===== src/include/rast_config.svh =====
/*
 * coordinate and colour widths, FIFO depth, counter width
 * and the pixel limits of the test screen
 */
`ifndef RAST_CONFIG_SVH
`define RAST_CONFIG_SVH

// total bits of a fixed-point coordinate
`define RAST_SIGFIG 16
// fraction bits of a coordinate
`define RAST_RADIX 4
// bits per colour channel
`define RAST_COLOR_W 8
// boxed triangles held between box stage and iterator
`define RAST_FIFO_DEPTH 4
// triangle and hit counters
`define RAST_CNT_W 16
// test screen in whole pixels
`define RAST_SCREEN_W 32
`define RAST_SCREEN_H 32

`endif


===== src/source/rast_pkg.sv =====
/*
 * rasterizer types: fixed-point coordinate, colour channel,
 * edge cross product, counter and scan iterator states
 */
`include "rast_config.svh"

package rast_pkg;

    // signed fixed point, RAST_RADIX fraction bits
    typedef logic signed [`RAST_SIGFIG-1:0] coord_t;

    // one unsigned colour channel
    typedef logic [`RAST_COLOR_W-1:0] color_t;

    // product of two coordinates, twice the width
    typedef logic signed [2*`RAST_SIGFIG-1:0] edge_t;

    // triangle and hit counts
    typedef logic [`RAST_CNT_W-1:0] count_t;

    // scan iterator
    typedef enum logic [1:0] {
        IDLE,
        SCAN,
        LAST
    } iter_state_t;

endpackage


===== src/source/rast_tri_fifo.sv =====
/*
 * circular FIFO of boxed triangles with occupancy count,
 * full toward the box stage and tri_avail toward the iterator
 */
`timescale 1ns/100ps
`include "rast_config.svh"

module rast_tri_fifo #(
    // power of two, at least 2
    parameter int DEPTH = `RAST_FIFO_DEPTH
) (
    input  logic             clk,
    input  logic             rst,
    input  logic             box_valid,
    input  rast_pkg::coord_t bx0,
    input  rast_pkg::coord_t by0,
    input  rast_pkg::coord_t bx1,
    input  rast_pkg::coord_t by1,
    input  rast_pkg::coord_t bx2,
    input  rast_pkg::coord_t by2,
    input  rast_pkg::color_t box_r,
    input  rast_pkg::color_t box_g,
    input  rast_pkg::color_t box_b,
    input  rast_pkg::coord_t box_x_lo,
    input  rast_pkg::coord_t box_x_hi,
    input  rast_pkg::coord_t box_y_lo,
    input  rast_pkg::coord_t box_y_hi,
    output logic             full,
    output logic             tri_avail,
    output rast_pkg::coord_t head_x0,
    output rast_pkg::coord_t head_y0,
    output rast_pkg::coord_t head_x1,
    output rast_pkg::coord_t head_y1,
    output rast_pkg::coord_t head_x2,
    output rast_pkg::coord_t head_y2,
    output rast_pkg::color_t head_r,
    output rast_pkg::color_t head_g,
    output rast_pkg::color_t head_b,
    output rast_pkg::coord_t head_x_lo,
    output rast_pkg::coord_t head_x_hi,
    output rast_pkg::coord_t head_y_lo,
    output rast_pkg::coord_t head_y_hi,
    input  logic             pop
);

    // ten coordinates and three colour channels per entry
    localparam int EW = 10 * `RAST_SIGFIG + 3 * `RAST_COLOR_W;
    localparam int AW = $clog2(DEPTH);

    logic [EW-1:0] mem [DEPTH];
    logic [EW-1:0] wr_data;
    logic [AW-1:0] wr_ptr;
    logic [AW-1:0] rd_ptr;
    logic [AW:0]   count;
    logic          wr_en;
    logic          rd_en;

    assign wr_data = {bx0, by0, bx1, by1, bx2, by2, box_r, box_g, box_b,
                      box_x_lo, box_x_hi, box_y_lo, box_y_hi};

    // head entry read straight from the array
    assign {head_x0, head_y0, head_x1, head_y1, head_x2, head_y2,
            head_r, head_g, head_b,
            head_x_lo, head_x_hi, head_y_lo, head_y_hi} = mem[rd_ptr];

    assign full      = (count == (AW+1)'(DEPTH));
    assign tri_avail = (count != '0);
    assign wr_en     = box_valid & ~full;
    assign rd_en     = pop & tri_avail;

    // pointers wrap naturally at DEPTH
    always_ff @(posedge clk) begin
        if (rst) begin
            wr_ptr <= '0;
            rd_ptr <= '0;
            count  <= '0;
        end else begin
            if (wr_en) begin
                wr_ptr <= wr_ptr + 1'b1;
            end
            if (rd_en) begin
                rd_ptr <= rd_ptr + 1'b1;
            end
            case ({wr_en, rd_en})
                2'b10:   count <= count + 1'b1;
                2'b01:   count <= count - 1'b1;
                default: count <= count;
            endcase
        end
    end

    always_ff @(posedge clk) begin
        if (wr_en) begin
            mem[wr_ptr] <= wr_data;
        end
    end

endmodule


===== config.mk =====
export PLATFORM = sky130hd
export DESIGN_NAME = rast_tri_fifo
export DESIGN_NICKNAME = d
export VERILOG_FILES = /design/src/source/rast_pkg.sv /design/src/source/rast_tri_fifo.sv
export VERILOG_INCLUDE_DIRS = /design/src /design/src/include
export SDC_FILE = /design/constraint.sdc
export NUM_CORES = 1
export LEC_CHECK = 0
export ABC_AREA = 1
export BUFFER_PORTS_ARGS = -buffer_cell sky130_fd_sc_hd__buf_2
export CORE_MARGIN = 2
export CORE_UTILIZATION = 40
export DETAILED_ROUTE_END_ITERATION = 8
export PLACE_DENSITY = 0.59
export SLEW_MARGIN = 0
export SYNTH_ARGS = -nofsm -noshare
export SYNTH_HDL_FRONTEND = slang
export SYNTH_SLANG_ARGS = --single-unit

===== constraint.sdc =====
create_clock -name clk -period 9.2 [get_ports clk]
set_input_delay 1.38 -clock clk [delete_from_list [all_inputs] [get_ports clk]]
set_output_delay 1.38 -clock clk [all_outputs]
set_load 0.03 [all_outputs]

======== Word level (Yosys, flattened, before mapping) ========
Memory sizes are Yosys's and may differ from the RTL's. A register that Yosys moved wholly into a read port is not among the register bits.
Cells that the tools add are included.
storage, ports and cells
  memories kept ........................... 1
  bits in read-only memories .............. 0
  register bits ........................... 7
  input port bits ......................... 188
  memory bits (writable) .................. 736
  bits in latches ......................... 0
  output and inout port bits .............. 186
  word-level logic and storage cells ...... 21
memory list
  name  depth  bits a word  rd ports  clocked after memory_dff  write ports  RTL line             source
  mem   4      184          1         1                         1            rast_tri_fifo.sv:50  logic [EW-1:0] mem [DEPTH];
operators by class
  bitwise logic cells ..................... 3
  divide/modulo/power cells ............... 0
  shift operators ......................... 0
  multiplexer cells ....................... 5
  multipliers ............................. 0
  reductions and logical operators ........ 2
  order comparisons ....................... 0
  equality and inequality tests ........... 3
  $add $sub $neg .......................... 4
operators with widths
  operator                                           count
  one-hot mux 3 bit (2 select lines)                 1
  adder 2 x 1 -> 2 bit (second input constant)       2
  two-way mux 2 bit                                  2
  adder 3 x 1 -> 3 bit (second input constant)       1
  == test 3 bit (second input constant)              1
  nonzero test 3 bit                                 1
  subtractor 3 x 1 -> 3 bit (second input constant)  1
  AND 1 bit                                          2
  == test 2 x 1 -> 1 bit (second input constant)     1
  == test 2 bit (second input constant)              1
  two-way mux 1 bit                                  2
  nonzero test 2 bit                                 1
  inverter 1 bit                                     1

======== Depth between registers and ports, before layout ========
  word-level depth ........................ 5
  mapped depth ............................ 13
  depth with buffers taken out ............ 13

======== Least setup slack after synthesis ========
Ideal clock, no wire load.
  path type ............................... input port to flip-flop
  start point ............................. in box_valid
  end point ............................... mem mem[0][0] (netlist bit), enable pin
  required time ........................... 8.468 ns
  path slack .............................. -0.690 ns
  stages on the path ...................... 2
  path buffers ............................ 0
  data arrival time ....................... 9.158 ns
  library setup time ...................... 0.732 ns
  path through ............................ nand2_1 > nor2_1
on the way
  word-level cells in the longest chain between the ends .. 3
RTL lines
  what                                     RTL line             source
  start: declaration                       rast_tri_fifo.sv:14  input logic box_valid,
  AND 1 bit                                rast_tri_fifo.sv:68  assign wr_en = box_valid & ~full;
  two-way mux 1 bit                        rast_tri_fifo.sv:93  if (wr_en) begin
  two-way mux 1 bit (not written as such)  rast_tri_fifo.sv:94  mem[wr_ptr] <= wr_data;
  end: declaration                         rast_tri_fifo.sv:50
Every way passes these cells.

==> summary.txt <==
Yosys
  • Syn Area/Cell: approximately 15 sq um
  • Yosys cell types: 20
  • Top FF cell, synth: edfxtp_1
  • Gate Count Post-Synth: approximately 1.8k
  • Flops & latches, synth: 745
  • Net count after synthesis: about 2.0k
  • Async S/R FF share, synth: 0%
  • Ys Warns: 0
  • Mapped cell area: 27760 sq um
  • Post-synthesis sequential area ratio: 80.26%
  • EDFF count, synth: about 740

Worst hold path
  • Hold path depth: 2
  • Type of the tightest min-delay check: flip-flop to flip-flop

Floorplan
  • Die area: around 72000 sq um
  • Die W: ~270 microns
  • Core footprint: about 70000 sq um
  • Die Ht: ~270 microns
  • Effective utilization at floorplan: approximately 40%
  • # IOs: ~370
  • # rows: 96

Finish
  • P&R area growth vs syn: 18.34%
  • Most common cell after layout, fill and taps aside: edfxtp_1
  • Most frequent cells in the layout: 736 x edfxtp_1, 374 x nor2_1, 373 x buf_2, 256 x o21ai_0, 184 x o22ai_1
  • Nets: roughly 2.4k
  • Layout cells sized above 1: 22.72%
  • # fillers: 5994

Timing
  • Fin crit period: 5.358 ns
  • Final Slew Violations: 0
  • Period Utilization, post-route: roughly three fifths
  • Setup TNS: 0 ns
  • Final Hold Fails: 0
  • Worst setup margin: a little under 4 ns
  • Least-Margin Pin Slew: 1.155 ns
  • # setup viols final: 0
  • RSZ-0062 raised after global routing: false
  • Highest clock rate: 186.6 MHz
  • Worst Skew: 0.02225 ns
  • Worst slew margin: ~23%

Run
  • Number of max-cap violations: 0

Detailed routing
  • First-pass detailed-route iteration total: 5
  • Vias per cell: around 5.2
  • Final wirelength: between 60000 and 70000 microns
  • Post-route DRC: 0
  • Antenna viol nets, final: 0
  • Drt wl/cell: just over 20 microns
  • Via count: 16.63k
  • Initial DRC count: ~1.3k

Setup path
  • Crit path depth: 5
  • Worst Path Max Fanout: 92
  • CP most frequent cell: buf_4
  • Crit path kind: flip-flop to output port
  • FF-to-FF path depth: 6
  • WP data arrival: 3.98 ns
  • Crit-path max cell delay: a little over 0.8 ns
  • WP data required: 7.82 ns
  • Crit end category: output port
  • Cells along the critical path: buf_4, buf_4, o21ai_0, o22ai_1, buf_2
  • Worst path buffer plus inverter count: 3
  • Setup crit start kind: flip-flop
  • Slowest-stage cell, CP: dfxtp_4
  • Cell family with most CP delay: buffers and inverters

Pwr
  • Worst vdd ir: 0.2723 mV
  • Leakage power: 11.33 nW
  • Power density cells: about 300 nW/um^2

GRT
  • Vias in the first global route: approximately 16k
  • Total track usage: roughly 18%
  • First-pass GRT wire length: between 90000 and 100000 microns
  • Initial antenna violation count: 23
  • GR Overflow Total: 0
  • Largest net degree at the start of global routing: 206

Placement
  • Port Buffers: roughly 370
  • DP HPWL: roughly 36000 microns
  • Routability cong.: about 0.74
  • Placement Setup Slack: between 4 and 5 ns

Clocking
  • Later-pin clock latency in the skew report: a little over 0.6 ns
  • Cts repair resizes: 0
  • CTS Hold Bufs: 0
  • Root Buffer: clkbuf_16
  • H-Tree Depth: 3
  • Post-CTS setup buffer count: 0
  • CTS tree: yes
  • Clk sinks: 745
  • Clk slew on worst S/H paths: 0.06 ns
  • CTS buffer count: 81
  • Clk buf depth: 3

Outcome
  • Status: complete, no violations
## cells by family after synthesis
| group | share of synthesized area [%] |
|---|---|
| fa+ha+maj | 0.2974 |
| compound gates | 10.91 |
| flops | 80.26 |
| buf+inv | 3.137 |
| simple gates | 5.404 |
## sequential cells by signal (all words and copies together) (netlist names), named ones only
signal,flops
mem,736
count,3
wr_ptr,2
rd_ptr,2
## worst paths after layout
kind | end | startpoint | slack (ns)
setup / recovery | head_x_lo[2] | flip-flop | 3.84
hold / removal | flip-flop | rd_ptr[1] | 0.51
setup reg to reg | mem[2][166] | count[1] | 5.75
hold reg to reg | flip-flop | rd_ptr[1] | 0.51
## through the flow
stage | hold slack, ns | total power [W] | instances | cell area, sq um | util (%)
finish | 0.5118 | 0.009813 | 3210 | 32860 | 47.82
global route | 0.5456 | 0.01024 | 3204 | 32840 | 47.80
CTS | 0.5057 | 0.009948 | 3198 | 32830 | 47.78
detailed placement | 0.5001 | 0.006780 | 3052 | 30210 | 43.97
global placement | 0.4647 | 0.006734 | 3052 | 30210 | 43.97
floorplan | 0.4587 | 0.006065 | 1848 | 27760 | -
## synth_stat cells (5+ instances only)
master | number | area share, %
o21ai_0 | 256 | 4.6
o21ai_1 | 114 | 2.1
buf_2 | 14 | 0.25
inv_1 | 17 | 0.23
buf_6 | 35 | 1.4
ha_1 | 5 | 0.23
nor2_1 | 378 | 5.1
a21oi_1 | 5 | 0.090
buf_4 | 6 | 0.16
o22ai_1 | 184 | 4.1
nand3_1 | 5 | 0.090
dfxtp_1 | 9 | 0.65
nand2_1 | 15 | 0.20
edfxtp_1 | 736 | 80
clkbuf_1 | 62 | 0.84
## report_power, final
group | internal (W) | switching, W
combinational | 0.000610 | 0.00193
sequential | 0.00403 | 0.0000982
clock | 0.00184 | 0.00131
## layer usage
metal | part of all wire (%) | wire length [microns] | track usage [%]
met1 | 40 | 26350 | 22.16
met3 | 7.9 | 5171 | 5.508
met5 | 0.26 | 168 | 0
met2 | 49 | 31760 | 29.25
met4 | 2.8 | 1823 | 6.749
## worst reg2reg max path, stage by stage, from the launching register on
cell and delay, ns:
dfxtp_1 0.34, nor2_1 0.07, nand2_1 0.12, nand2_1 0.30
nor2_4 0.41, buf_4 0.82, buf_4 0.88
## area by class of cell
type                       instances  area (sq um)  area share [%]
sequential                       745         22290           67.84
clock buffer                      97          2087           6.352
inverter                          19         91.34          0.2780
antenna                           12         30.03         0.09140
tap                              931          1165           3.545
timing repair buffer             394          2024           6.162
clock inverter                    49         528.0           1.607
multi-input combinational        963          4641           14.12
Power figures use the tool's default switching activity.
