<file path="src/include/rast_config.svh">
/*
 * coordinate and colour widths, FIFO depth, counter width
 * and the pixel limits of the test screen
 */
`ifndef RAST_CONFIG_SVH
`define RAST_CONFIG_SVH

// total bits of a fixed-point coordinate
`define RAST_SIGFIG 16
// fraction bits of a coordinate
`define RAST_RADIX 4
// bits per colour channel
`define RAST_COLOR_W 8
// boxed triangles held between box stage and iterator
`define RAST_FIFO_DEPTH 4
// triangle and hit counters
`define RAST_CNT_W 16
// test screen in whole pixels
`define RAST_SCREEN_W 32
`define RAST_SCREEN_H 32

`endif

</file>
<file path="src/source/rast_pkg.sv">
/*
 * rasterizer types: fixed-point coordinate, colour channel,
 * edge cross product, counter and scan iterator states
 */
`include "rast_config.svh"

package rast_pkg;

    // signed fixed point, RAST_RADIX fraction bits
    typedef logic signed [`RAST_SIGFIG-1:0] coord_t;

    // one unsigned colour channel
    typedef logic [`RAST_COLOR_W-1:0] color_t;

    // product of two coordinates, twice the width
    typedef logic signed [2*`RAST_SIGFIG-1:0] edge_t;

    // triangle and hit counts
    typedef logic [`RAST_CNT_W-1:0] count_t;

    // scan iterator
    typedef enum logic [1:0] {
        IDLE,
        SCAN,
        LAST
    } iter_state_t;

endpackage

</file>
<file path="src/source/rast_scan_iter.sv">
/*
 * scan iterator FSM: pops a boxed triangle and walks its box
 * one pixel per cycle, rows in rising y, x rising within a row
 */
`timescale 1ns/100ps
`include "rast_config.svh"

module rast_scan_iter (
    input  logic             clk,
    input  logic             rst,
    input  logic             tri_avail,
    input  rast_pkg::coord_t head_x0,
    input  rast_pkg::coord_t head_y0,
    input  rast_pkg::coord_t head_x1,
    input  rast_pkg::coord_t head_y1,
    input  rast_pkg::coord_t head_x2,
    input  rast_pkg::coord_t head_y2,
    input  rast_pkg::color_t head_r,
    input  rast_pkg::color_t head_g,
    input  rast_pkg::color_t head_b,
    input  rast_pkg::coord_t head_x_lo,
    input  rast_pkg::coord_t head_x_hi,
    input  rast_pkg::coord_t head_y_lo,
    input  rast_pkg::coord_t head_y_hi,
    output logic             pop,
    output logic             samp_valid,
    output rast_pkg::coord_t samp_x,
    output rast_pkg::coord_t samp_y,
    output rast_pkg::coord_t samp_x0,
    output rast_pkg::coord_t samp_y0,
    output rast_pkg::coord_t samp_x1,
    output rast_pkg::coord_t samp_y1,
    output rast_pkg::coord_t samp_x2,
    output rast_pkg::coord_t samp_y2,
    output rast_pkg::color_t samp_r,
    output rast_pkg::color_t samp_g,
    output rast_pkg::color_t samp_b
);

    localparam rast_pkg::coord_t ONE_PIX = rast_pkg::coord_t'(1 << `RAST_RADIX);

    rast_pkg::iter_state_t state;
    rast_pkg::coord_t      x_lo, x_hi, y_hi;
    rast_pkg::coord_t      next_x, next_y;
    logic                  row_end;
    logic                  next_last;
    logic                  head_single;

    // take a new triangle whenever not mid-box
    assign pop        = (state != rast_pkg::SCAN) && tri_avail;
    assign samp_valid = (state != rast_pkg::IDLE);

    // step right, or wrap to the start of the next row
    assign row_end     = (samp_x == x_hi);
    assign next_x      = row_end ? x_lo : samp_x + ONE_PIX;
    assign next_y      = row_end ? samp_y + ONE_PIX : samp_y;
    assign next_last   = (next_x == x_hi) && (next_y == y_hi);
    // one-pixel box goes straight to LAST
    assign head_single = (head_x_lo == head_x_hi) && (head_y_lo == head_y_hi);

    always_ff @(posedge clk) begin
        if (rst) begin
            state <= rast_pkg::IDLE;
        end else if (pop) begin
            state <= head_single ? rast_pkg::LAST : rast_pkg::SCAN;
        end else if (state == rast_pkg::SCAN) begin
            state <= next_last ? rast_pkg::LAST : rast_pkg::SCAN;
        end else begin
            // LAST with nothing waiting, or still idle
            state <= rast_pkg::IDLE;
        end
    end

    // latch the head triangle, first sample at the box corner
    always_ff @(posedge clk) begin
        if (pop) begin
            samp_x  <= head_x_lo;
            samp_y  <= head_y_lo;
            x_lo    <= head_x_lo;
            x_hi    <= head_x_hi;
            y_hi    <= head_y_hi;
            samp_x0 <= head_x0;
            samp_y0 <= head_y0;
            samp_x1 <= head_x1;
            samp_y1 <= head_y1;
            samp_x2 <= head_x2;
            samp_y2 <= head_y2;
            samp_r  <= head_r;
            samp_g  <= head_g;
            samp_b  <= head_b;
        end else if (state == rast_pkg::SCAN) begin
            samp_x <= next_x;
            samp_y <= next_y;
        end
    end

endmodule

</file>
<file path="config.mk">
export PLATFORM = sky130hd
export DESIGN_NAME = rast_scan_iter
export DESIGN_NICKNAME = d
export VERILOG_FILES = /design/src/source/rast_pkg.sv /design/src/source/rast_scan_iter.sv
export VERILOG_INCLUDE_DIRS = /design/src /design/src/include
export SDC_FILE = /design/constraint.sdc
export NUM_CORES = 1
export LEC_CHECK = 0
export BUFFER_PORTS_ARGS = -buffer_cell sky130_fd_sc_hd__buf_2
export CAP_MARGIN = 10
export CORE_MARGIN = 1.5
export CORE_UTILIZATION = 44
export DETAILED_ROUTE_END_ITERATION = 7
export GPL_TIMING_DRIVEN = 0
export HOLD_SLACK_MARGIN = 0.06
export PLACE_DENSITY = 0.86
export SYNTH_ARGS = -nofsm -noshare
export SYNTH_HDL_FRONTEND = slang
export SYNTH_SLANG_ARGS = --single-unit
</file>
<file path="constraint.sdc">
create_clock -name clk -period 6.2 [get_ports clk]
set_input_delay 0.31 -clock clk [delete_from_list [all_inputs] [get_ports clk]]
set_output_delay 0.31 -clock clk [all_outputs]
set_load 0.005 [all_outputs]
</file>
# Word-level counts from Yosys, hierarchy flattened
# Cells that the tools add are included.
# W data, S select, Z words.
[totals]
output_inout_bits = 154
ff_bits = 202
[op_classes]
n_reduce_logical = 5
eq_ne = 7
addsub = 2
n_mux = 10
[ops]
columns = ["op", "count"]
rows = [
  ["$mux W16", 6],
  ["$eq A16 B16 Y1", 5],
  ["$add A16 B6 Y16 const B", 2],
  ["$mux W2", 4],
  ["$reduce_bool A2 Y1", 2],
  ["$logic_and A1 B1 Y1", 3],
  ["$eq A2 B1 Y1 const B", 1],
  ["$ne A2 B1 Y1 const B", 1],
]

# Depth between registers and ports, before layout
[depth]
ltp_word = 7
depth_mapped = 13
ltp_nobuf = 10

# Worst setup path after synthesis
# No wires, ideal clock.
[synth_path]
kind = "register -> register"
from = "register state[1]"
to = "register samp_b[0], enable pin"
path_stages_with_launch = 5
arrival_time_ps = 5632
path_slack_ps = -37
n_path_buf = 1
path_cell_list = "dfxtp_1 > nand2b_1 > nand2_1 > clkinv_1 > clkbuf_1"
[synth_via]
elab_chain_cells = 2
[synth_lines]
columns = ["element", "line", "rtl"]
rows = [
  ["from (decl)", "rast_scan_iter.sv:42", "rast_pkg::iter_state_t state;"],
  ["from (signal assigned)", "rast_scan_iter.sv:63", "state <= rast_pkg::IDLE;"],
  ["from (signal assigned)", "rast_scan_iter.sv:65", "state <= head_single ? rast_pkg::LAST : rast_pkg::SCAN;"],
  ["from (signal assigned)", "rast_scan_iter.sv:67", "state <= next_last ? rast_pkg::LAST : rast_pkg::SCAN;"],
  ["$ne A2 B1 Y1", "rast_scan_iter.sv:50", "assign pop = (state != rast_pkg::SCAN) && tri_avail;"],
  ["$logic_and A1 B1 Y1", "rast_scan_iter.sv:50", ""],
  ["net pop", "rast_scan_iter.sv:25", "output logic pop,"],
  ["to (signal assigned)", "rast_scan_iter.sv:90", "samp_b <= head_b;"],
  ["to (decl)", "rast_scan_iter.sv:37", "output rast_pkg::color_t samp_b"],
]
# The timed path passes the listed nets, and every way through them passes these cells.
# A chain may end at the register's enable or synchronous reset.

# Final worst setup path
[layout_path]
from = "register samp_x[8]"
to = "register state[1]"
[layout_via]
elab_chain_cells = 7
[layout_lines]
columns = ["element", "line", "rtl"]
rows = [
  ["from (decl)", "rast_scan_iter.sv:27", "output rast_pkg::coord_t samp_x,"],
  ["from (signal assigned)", "rast_scan_iter.sv:77", "samp_x <= head_x_lo;"],
  ["from (signal assigned)", "rast_scan_iter.sv:92", "samp_x <= next_x;"],
  ["$add A16 B6 Y16 or $eq A16 B16 Y1 (tied branches)", "rast_scan_iter.sv:55, rast_scan_iter.sv:54", ""],
  ["$mux W16, on equally long branches", "rast_scan_iter.sv:55, rast_scan_iter.sv:56", ""],
  ["$eq A16 B16 Y1", "rast_scan_iter.sv:57", "assign next_last = (next_x == x_hi) && (next_y == y_hi);"],
  ["$logic_and A1 B1 Y1 (*)", "rast_scan_iter.sv:57", ""],
  ["$mux W2 (*)", "rast_scan_iter.sv:67", ""],
  ["$mux W2 (*)", "rast_scan_iter.sv:66", "end else if (state == rast_pkg::SCAN) begin"],
  ["$mux W2 (*)", "rast_scan_iter.sv:64", "end else if (pop) begin"],
]
# Every way passes the cells marked *; elsewhere a longest branch is shown, timed or not.

==> metrics <==
commonest non-fill, non-tap cell in the layout=buf_2; postcts setup bufs=0; die width=140 µm; worst skew pair latency=0.52 ns; core area=18100 µm²; Slew Viols, Final=0; fillcell total=1193; register area share after synthesis=73.3%; clock transition at the registers of the reported paths=0.06 ns; post-CTS sizing=0; Post-Syn Area=8250 µm²; Port Buffer Count=340; DRT iter0 DRCs=574; Max clock buf depth=3; H-tree levels=1; worst slew pin tran=0.848 ns; Area growth, synth to finish=54.3%; share of flip-flops with an asynchronous set or reset=0%; RSZ-0062 raised after global routing=no; cell count after synthesis=543; FMAX=0.283 GHz; first-pass GRT wire length=43800 µm; Root Driver=clkbuf_16; Main synth FF type=edfxtp_1; Final setup viols=0; slew margin rel.=43.4%; Max Cap Viol=0; Worst VDD drop=0.263 mV; CP arrival=4.00 ns; clock sinks=202; Via density=5.32; synthesized area per cell=15.2 µm²; PwrDens=281 nW/µm²; post-route ant nets=0; startpoint types=flip-flop; Synth Warn #=0; overall routed net length=30300 µm; Global Route Usage Sum=30.3%; min setup slack post-route=2.66 ns; Synth cell types=48; TritonCTS Buffers=23; final weighted congestion in routability-driven placement=0.926; Critical Path RT=6.66 ns; DIE HEIGHT=140 µm; CP Max Fanout=10; Setup TNS=0 ns; Leak=5.17 nW; CP endpoint kind=flip-flop; GRT overflow=0; fin crit share=57.1%; CTS tree=yes; most frequent cells in the layout=buf_2, edfxtp_1, dlygate4sd3_1, xnor2_1, nand2_1; Post-synth EDFFs=200; post-place setup slack=2.73 ns; # DRC=10; Starting Density=45.5%; antenna violations before repair=6; routed via count=7068; nets=1267; failing checks=design-rule violations; Synthesized Nets=732; vias in the first global route=7385; min-delay worst type=in2reg; reg2reg setup slack=2.66 ns; Avg WL per Cell=22.8 µm; Hold Fails Final Rpt=0; Ports=341; drt pass-1 iters=8; die area=19600 µm²; Setup CP Type=reg2reg; num rows=49; DP HPWL=19400 µm; share of cells above drive strength 1=35.2%; Worst Skew=0.0149 ns; Seq cells post-synth=202; status=finished, violations left; largest net degree at the start of global routing=112; Tmin final=3.54 ns
==> cells in the mapped netlist (6+ instances only) <==
master,instances,area share [%]
o22ai_1,6,0.46
nor2_1,26,1.2
o21ai_0,33,2.0
nand2b_1,6,0.46
nand4_1,21,1.6
xor2_1,17,1.8
nand3_1,8,0.49
clkbuf_1,6,0.27
a21oi_1,13,0.79
and3_1,6,0.46
inv_1,19,0.86
mux2i_1,11,1.3
xnor2_1,75,8.0
nand2_1,40,1.8
edfxtp_1,200,73
==> area by class of cell <==
type	count	area (µm²)	area share (%)
clock inverter	12	151	1.19
inverter	20	75.1	0.590
buffer	11	66.3	0.521
tap	229	287	2.25
multi-input combinational	310	2080	16.3
sequential	202	6050	47.5
clock buffer	28	594	4.67
timing repair buffer	510	3420	26.9
antenna	6	15.0	0.118
==> metrics by stage <==
step / std cells / hold slack [ns] / area (µm²) / total power, W / util, %
3_5_place_dp: 1113 / 0.485 / 10300 / 0.00212 / 56.6
4_1_cts: 1322 / 0.0775 / 12700 / 0.00355 / 70.1
3_3_place_gp: 1112 / 0.484 / 10200 / 0.00212 / 56.4
2_1_floorplan: 543 / 0.383 / 8250 / 0.00189 / -
5_1_grt: 1328 / 0.108 / 12700 / 0.00368 / 70.2
6_report: 1328 / 0.101 / 12700 / 0.00358 / 70.2
==> report_power, final <==
| part | switching, W | internal (W) |
|---|---|---|
| sequential | 0.0000770 | 0.00162 |
| clock | 0.000568 | 0.000811 |
| combinational | 0.000255 | 0.000252 |
| total | 0.000900 | 0.00268 |
==> cell families (layout without fill, tap and decap cells) <==
group / after synthesis / in the layout / share of synthesized area (%)
flip-flops: 202 / 202 / 73.3
adder cells (fa/ha/maj): 2 / 2 / 0.303
other: 0 / 6 / 0
buffers and inverters: 31 / 581 / 1.59
multiplexers: 11 / 11 / 1.33
AO/OA/AOI/OAI: 74 / 74 / 5.58
XOR/XNOR: 92 / 92 / 9.77
AND/OR/NAND/NOR: 131 / 131 / 8.14
==> routing by layer <==
metal / vias to the layer above / part of all wire, % / GRT usage, %
li1: 3121 / - / -
met1: 3423 / 35 / 34.0
met2: 438 / 52 / 55.9
met3: 86 / 7.1 / 5.06
met4: 0 / 5.3 / 14.7
met5: - / 0 / 0
==> worst max-delay path: stages (launching register included) <==
cell and delay (ns):
edfxtp_1 0.54, xnor2_1 0.24, nand4_1 0.15, or4_1 0.53, buf_2 0.18, buf_6 0.17, buf_4 0.19, buf_2 0.20
buf_2 0.24, a22oi_1 0.20, o2111ai_1 0.19, nor4_2 0.46, o21ba_1 0.18
==> path summary, 6_finish.rpt <==
path | from | to | depth (start not counted)
max | samp_x[8]$_DFFE_PP_ | state[1]$_SDFF_PP0_ | 12
min | head_y_lo[12] | samp_y[12]$_DFFE_PP_ | 3
max reg2reg | samp_x[8]$_DFFE_PP_ | state[1]$_SDFF_PP0_ | 12
min reg2reg | x_lo[0]$_DFFE_PP_ | samp_x[0]$_DFFE_PP_ | 2
==> timing repair <==
| action | 4_1_cts | 5_1_grt |
|---|---|---|
| hold buffers | 169 | 0 |
| endpoints found under the setup margin | 0 | 0 |
| hold endpoints to repair | 170 | 0 |
Power figures use the tool's default switching activity.
