File: src/include/rast_config.svh
/*
 * coordinate and colour widths, FIFO depth, counter width
 * and the pixel limits of the test screen
 */
`ifndef RAST_CONFIG_SVH
`define RAST_CONFIG_SVH

// total bits of a fixed-point coordinate
`define RAST_SIGFIG 16
// fraction bits of a coordinate
`define RAST_RADIX 4
// bits per colour channel
`define RAST_COLOR_W 8
// boxed triangles held between box stage and iterator
`define RAST_FIFO_DEPTH 4
// triangle and hit counters
`define RAST_CNT_W 16
// test screen in whole pixels
`define RAST_SCREEN_W 32
`define RAST_SCREEN_H 32

`endif

File: src/source/rast_pkg.sv
/*
 * rasterizer types: fixed-point coordinate, colour channel,
 * edge cross product, counter and scan iterator states
 */
`include "rast_config.svh"

package rast_pkg;

    // signed fixed point, RAST_RADIX fraction bits
    typedef logic signed [`RAST_SIGFIG-1:0] coord_t;

    // one unsigned colour channel
    typedef logic [`RAST_COLOR_W-1:0] color_t;

    // product of two coordinates, twice the width
    typedef logic signed [2*`RAST_SIGFIG-1:0] edge_t;

    // triangle and hit counts
    typedef logic [`RAST_CNT_W-1:0] count_t;

    // scan iterator
    typedef enum logic [1:0] {
        IDLE,
        SCAN,
        LAST
    } iter_state_t;

endpackage

File: src/source/rast_bbox.sv
/*
 * bounding box stage: vertex extents snapped inward to the pixel grid,
 * clipped to the screen, registered with the triangle, halt under full
 */
`timescale 1ns/100ps
`include "rast_config.svh"

module rast_bbox (
    input  logic             clk,
    input  logic             rst,
    input  logic             tri_valid,
    input  rast_pkg::coord_t x0,
    input  rast_pkg::coord_t y0,
    input  rast_pkg::coord_t x1,
    input  rast_pkg::coord_t y1,
    input  rast_pkg::coord_t x2,
    input  rast_pkg::coord_t y2,
    input  rast_pkg::color_t color_r,
    input  rast_pkg::color_t color_g,
    input  rast_pkg::color_t color_b,
    input  rast_pkg::coord_t screen_w,
    input  rast_pkg::coord_t screen_h,
    input  logic             full,
    output logic             halt,
    output logic             box_valid,
    output rast_pkg::coord_t bx0,
    output rast_pkg::coord_t by0,
    output rast_pkg::coord_t bx1,
    output rast_pkg::coord_t by1,
    output rast_pkg::coord_t bx2,
    output rast_pkg::coord_t by2,
    output rast_pkg::color_t box_r,
    output rast_pkg::color_t box_g,
    output rast_pkg::color_t box_b,
    output rast_pkg::coord_t box_x_lo,
    output rast_pkg::coord_t box_x_hi,
    output rast_pkg::coord_t box_y_lo,
    output rast_pkg::coord_t box_y_hi
);

    // fraction bits set, and one whole pixel
    localparam rast_pkg::coord_t FRAC_MASK = rast_pkg::coord_t'((1 << `RAST_RADIX) - 1);
    localparam rast_pkg::coord_t ONE_PIX = rast_pkg::coord_t'(1 << `RAST_RADIX);

    rast_pkg::coord_t min_x, max_x, min_y, max_y;
    rast_pkg::coord_t lo_x, hi_x, lo_y, hi_y;
    rast_pkg::coord_t lim_x, lim_y;
    rast_pkg::coord_t clip_x_lo, clip_x_hi, clip_y_lo, clip_y_hi;
    logic             empty;

    function automatic rast_pkg::coord_t min3(
        input rast_pkg::coord_t a, b, c);
        rast_pkg::coord_t m;
        m = (a < b) ? a : b;
        return (m < c) ? m : c;
    endfunction

    function automatic rast_pkg::coord_t max3(
        input rast_pkg::coord_t a, b, c);
        rast_pkg::coord_t m;
        m = (a > b) ? a : b;
        return (m > c) ? m : c;
    endfunction

    // extents over the three vertices
    assign min_x = min3(x0, x1, x2);
    assign max_x = max3(x0, x1, x2);
    assign min_y = min3(y0, y1, y2);
    assign max_y = max3(y0, y1, y2);

    // low edge rounds up, high edge rounds down
    assign lo_x = (min_x + FRAC_MASK) & ~FRAC_MASK;
    assign lo_y = (min_y + FRAC_MASK) & ~FRAC_MASK;
    assign hi_x = max_x & ~FRAC_MASK;
    assign hi_y = max_y & ~FRAC_MASK;

    // last pixel on each axis
    assign lim_x = screen_w - ONE_PIX;
    assign lim_y = screen_h - ONE_PIX;

    // clamp into 0 .. screen-1
    assign clip_x_lo = (lo_x < 0) ? '0 : lo_x;
    assign clip_y_lo = (lo_y < 0) ? '0 : lo_y;
    assign clip_x_hi = (hi_x > lim_x) ? lim_x : hi_x;
    assign clip_y_hi = (hi_y > lim_y) ? lim_y : hi_y;

    // no sample left after rounding and clipping
    assign empty = (clip_x_lo > clip_x_hi) || (clip_y_lo > clip_y_hi);

    // stall while the FIFO refuses the held box
    assign halt = box_valid & full;

    always_ff @(posedge clk) begin
        if (rst) begin
            box_valid <= 1'b0;
        end else if (!halt) begin
            // empty boxes are accepted and dropped here
            box_valid <= tri_valid & ~empty;
        end
    end

    // triangle payload, held together with box_valid
    always_ff @(posedge clk) begin
        if (!halt) begin
            bx0      <= x0;
            by0      <= y0;
            bx1      <= x1;
            by1      <= y1;
            bx2      <= x2;
            by2      <= y2;
            box_r    <= color_r;
            box_g    <= color_g;
            box_b    <= color_b;
            box_x_lo <= clip_x_lo;
            box_x_hi <= clip_x_hi;
            box_y_lo <= clip_y_lo;
            box_y_hi <= clip_y_hi;
        end
    end

endmodule

File: config.mk
export PLATFORM = sky130hd
export DESIGN_NAME = rast_bbox
export DESIGN_NICKNAME = d
export VERILOG_FILES = /design/src/source/rast_pkg.sv /design/src/source/rast_bbox.sv
export VERILOG_INCLUDE_DIRS = /design/src /design/src/include
export SDC_FILE = /design/constraint.sdc
export NUM_CORES = 1
export LEC_CHECK = 0
export ABC_AREA = 1
export BUFFER_PORTS_ARGS = -buffer_cell sky130_fd_sc_hd__buf_2
export CORE_MARGIN = 3
export CORE_UTILIZATION = 48
export CTS_BUF_LIST = sky130_fd_sc_hd__clkbuf_8
export DETAILED_ROUTE_END_ITERATION = 10
export PLACE_DENSITY = 0.72
export SYNTH_ARGS = -nofsm -noshare
export SYNTH_HDL_FRONTEND = slang
export SYNTH_SLANG_ARGS = --single-unit
File: constraint.sdc
create_clock -name clk -period 17.4 [get_ports clk]
set_input_delay 2.61 -clock clk [delete_from_list [all_inputs] [get_ports clk]]
set_output_delay 2.61 -clock clk [all_outputs]
set_load 0.02 [all_outputs]
# Yosys cells after proc, flatten, opt, wreduce, memory -nomap -nowiden
# Cells that the tools add are included.
totals:
  romBits: 0
  mem_count: 0
  inputBits: 156
  latch_bits: 0
  ram_bits: 0
  word_cells: 48
  register_bits: 185
  out_inout_bits: 186
classes:
  n_mul: 0
  mux: 12
  n_reduce_logical: 1
  addsub: 4
  n_div: 0
  shifts: 0
  n_bitwise: 3
  order_cmp: 14
  eq_ne: 0
ops:
  columns: ["op", "count"]
  rows:
  - ["16-bit two-way mux", 12]
  - ["16-bit greater-than comparator", 8]
  - ["16-bit less-than comparator", 4]
  - ["16-bit by 5-bit adder with 16-bit output, second input constant", 2]
  - ["16-bit by 1-bit less-than comparator with 1-bit output, second input constant", 2]
  - ["16-bit by 6-bit subtractor with 16-bit output, second input constant", 2]
  - ["1-bit bitwise AND", 2]
  - ["1-bit logical OR", 1]
  - ["1-bit NOT", 1]

# Longest topological paths before layout
logic_depth:
  word_depth: 11
  ltp_mapped: 56
  depth_no_buf: 52

# Least setup slack after synthesis
# OpenSTA, ideal clock, no wires.
synth_timing:
  path_kind: "input -> output"
  from: "in full"
  to: "out halt"
  path_slack_ns: 7.708
  arrival_ns: 7.082
  t_required_ns: 14.790
  path_stages: 2
  cell_sequence: "nand2_1 > inv_1"
synth_between:
  elab_chain_cells: 1
synth_lines:
  columns: ["element", "line", "text"]
  rows:
  - ["start: declaration", "rast_bbox.sv:23", "input logic full,"]
  - ["1-bit bitwise AND", "rast_bbox.sv:91", "assign halt = box_valid & full;"]
  - ["end: declaration", "rast_bbox.sv:24", "output logic halt,"]
# No other way between the ends.

# Final worst setup path
layout_timing:
  from: "in x1[15]"
  to: "reg box_valid"
layout_between:
  elab_chain_cells: 11
  word_cells_on_any_way: 17
  classes_between: "1 x add/sub; 7 x order compare; 6 x mux; 2 x bitwise; 1 x reduce/logical"
layout_lines:
  columns: ["element", "line", "text"]
  rows:
  - ["start: declaration", "rast_bbox.sv:14", "input rast_pkg::coord_t x1,"]
  - ["16-bit less-than comparator", "rast_bbox.sv:54", "m = (a < b) ? a : b;"]
  - ["16-bit two-way mux", "rast_bbox.sv:54", null]
  - ["16-bit less-than comparator", "rast_bbox.sv:55", "return (m < c) ? m : c;"]
  - ["16-bit two-way mux", "rast_bbox.sv:55", null]
  - ["16-bit by 5-bit adder with 16-bit output", "rast_bbox.sv:72", "assign lo_x = (min_x + FRAC_MASK) & ~FRAC_MASK;"]
  - ["16-bit by 1-bit less-than comparator with 1-bit output", "rast_bbox.sv:82", "assign clip_x_lo = (lo_x < 0) ? '0 : lo_x;"]
  - ["16-bit two-way mux", "rast_bbox.sv:82", null]
  - ["16-bit greater-than comparator *", "rast_bbox.sv:88", "assign empty = (clip_x_lo > clip_x_hi) || (clip_y_lo > clip_y_hi);"]
  - ["1-bit logical OR *", "rast_bbox.sv:88", null]
  - ["1-bit NOT *", "rast_bbox.sv:98", "box_valid <= tri_valid & ~empty;"]
  - ["1-bit bitwise AND *", "rast_bbox.sv:98", null]
  - ["end signal: assignment", "rast_bbox.sv:98", null]
  - ["end: declaration", "rast_bbox.sv:25", "output logic box_valid,"]
# Every way passes the cells marked *; elsewhere a longest branch is shown, timed or not.
# A chain may end at the register's enable or synchronous reset.

==> metrics.txt <==
category of the worst setup path launch point=primary input; relative area change from synthesis to final layout=20.1%; DRC violation count after routing=0; first-pass GRT wire length=48700 um; cells on worst reg2reg path=3; power density relative to cell area=128 nW/um^2; CP Capture Type=register; number of vias in the routed layout=10051; die width=161 um; final RePlAce weighted congestion=0.949; Slew Limit Fails=0; CP peak stage delay=0.55 ns; critical-path maximum fanout=32; fraction of final layout cells sized beyond drive strength 1=24.7%; unrepaired setup endpoints after global routing=false; final layout net count=1914; relative slew slack=34.6%; Sum Neg Setup Slack=0 ns; critical path's slowest cell=sky130_fd_sc_hd__a31o_2; buffer count from post-CTS setup fixing=0; Post-Syn Area per Cell=8.95 sq um; number of antenna violations at the first check in global routing=5; placeable core area=23500 sq um; arrival time reported for the critical path endpoint=10.67 ns; final hold vios=0; effective utilization at floorplan=48.9%; Max clock buf depth=2; final core utilization=58.8%; root buffer cell=sky130_fd_sc_hd__clkbuf_8; overflow left after global routing=0; sequential area share after synthesis=45.5%; Final Setup Violations=0; standard cell area after detailed placement=13400 sq um; static leakage=6.94 nW; site row count=56; Synthesis Warnings=0; area share of the leading cell type in the synthesized netlist=45.4%; period utilisation layout=59.1%; worst min-delay path category=register to register; Synth Cell Area=11500 sq um; clock period minus final worst setup slack=10.28 ns; insertion delay of the later-clocked pin in the worst-skew pair=0.47 ns; number of synthesized flops with an enable pin=174; clock tree from TritonCTS=yes; first-iteration detailed-routing DRC count=689; data required time at the worst endpoint=17.80 ns; I/O pin count=342; All-Layer GR Usage=23.7%; routed length per instance=16.0 um; number of cells upsized or downsized after cts=0; flops & latches, synth=175; number of clock buffers inserted by TritonCTS=17; die height=161 um; max-cap violations=0; pin count of the biggest net entering global routing=76; count of filler cells inserted in the layout=2140; achievable clock frequency=97.3 MHz; Antenna Nets Post-Route=0; area enclosed by the die boundary=25900 sq um; Worst Path Class, Setup=primary input to register; cell mode on critical path=sky130_fd_sc_hd__nand2_1; Worst VDD drop=0.0000640 V; via count of the first global-routing pass=9652; mean number of vias per cell=5.15; startpoint of the worst setup timing path=x1[15]; post-route cell area=13800 sq um; R2R Path Start=box_valid; Async SR Flop Fraction=0%; hold buffer count at cts=0; H-tree Lvls=4; clock-pin slew of the registers on the worst-case setup and hold paths=0.10 ns; most instantiated flip-flop cell in the synthesis netlist=sky130_fd_sc_hd__edfxtp_1; Synth area leader=sky130_fd_sc_hd__edfxtp_1; wirelength, routed=31300 um; HPWL Detailed=25600 um; detailed-routing iteration count for the pre-antenna-repair pass=6; minimum setup slack among reg-to-reg paths=14.54 ns; TritonCTS Sinks=175; cells taking the most area after synthesis=sky130_fd_sc_hd__edfxtp_1 (45%), sky130_fd_sc_hd__ha_1 (15%), sky130_fd_sc_hd__nand2_1 (10%); most frequently used cell type in the post-synthesis netlist=sky130_fd_sc_hd__nand2_1; worst-case clock skew=0.00785 ns; Worst-Margin Slew=0.981 ns; number of instances in the synthesized netlist=1287; worst reg2reg endpoint=bx2[6]; Port Buffer Count=331; outcome=completed; worst hold path depth=2; count of different cell masters after synthesis=49; most instantiated cells after synthesis=sky130_fd_sc_hd__nand2_1 (306), sky130_fd_sc_hd__edfxtp_1 (174), sky130_fd_sc_hd__inv_1 (162); critical path endpoint=box_valid
metal layers:
| metal | vias up | GRT usage, % | part of all wire (%) |
|---|---|---|---|
| met1 | 4597 | 29.4 | 42 |
| li1 | 5031 | - | - |
| met3 | 59 | 4.80 | 6.0 |
| met2 | 358 | 41.6 | 50 |
| met4 | 6 | 7.31 | 2.5 |
| met5 | - | 0 | 0.093 |
where the power goes:
group          switching (mW)  internal [mW]  total (mW)
Combinational           0.600          0.266       0.867
Clock                   0.177          0.107       0.283
Sequential             0.0252          0.602       0.627
Total                   0.802          0.975        1.78
sequential cells by signal (all words and copies together) (netlist names):
name       flops
box_b          8
box_g          8
box_r          8
box_valid      1
box_x_hi      16
box_x_lo      11
box_y_hi      16
box_y_lo      11
bx0           16
bx1           16
bx2           16
by0           16
by1           16
by2           16
area by class of cell:
| type | count | area [sq um] | area share (%) |
|---|---|---|---|
| clock buffers | 17 | 234 | 1.69 |
| well taps | 319 | 399 | 2.88 |
| flip-flops and latches | 175 | 5250 | 37.9 |
| clock inverters | 15 | 146 | 1.06 |
| diodes | 3 | 7.51 | 0.0543 |
| multi-input cells | 926 | 5520 | 39.9 |
| inverters | 162 | 608 | 4.39 |
| repair buffers | 334 | 1680 | 12.1 |
worst min path at each step:
stage | start | endpoint
6_report | box_valid | box_valid
5_1_grt | box_valid | box_valid
4_1_cts | box_valid | box_valid
3_5_place_dp | box_valid | box_valid
3_3_place_gp | box_valid | box_valid
2_1_floorplan | rst | box_valid
kinds of logic after synthesis:
logic type	Yosys count	synth area share, %
adder cells (fa/ha/maj)	142	15.4
other	1	0.0326
XOR/XNOR	30	2.28
buffers and inverters	195	6.92
flip-flops	175	45.5
AND/OR/NAND/NOR	528	19.7
AO/OA/AOI/OAI	216	10.1
metrics by stage:
step                      setup WS, ns  total power, mW  hold slack [ns]  instances
after global placement            6.89             1.48             1.01       1916
final                             7.12             1.78             1.01       1951
after floorplan                   7.71             1.24             2.68       1296
after global routing              6.26             1.91             1.10       1950
after CTS                         7.23             1.78             1.04       1948
after detailed placement          6.73             1.50             1.03       1916
critical path: cells and delay by family:
| family | cells | cell delay, ns |
|---|---|---|
| AOI/OAI and AO/OA | 14 | 2.81 |
| adders and majority gates | 4 | 1.42 |
| buffers and inverters | 5 | 1.01 |
| and+or+nand+nor | 18 | 2.81 |
cells in the final DEF, fill, tap and decap left out, drive strengths merged, types with 15 or more instances in the layout:
cell type    n
o21ai      105
xnor2       15
a21oi       80
edfxtp     174
buf        334
clkbuf      17
nor2       111
nand2      322
inv        171
ha         142
xor2        15
nand3       55
Note: power is estimated with default switching activity, not from simulation.
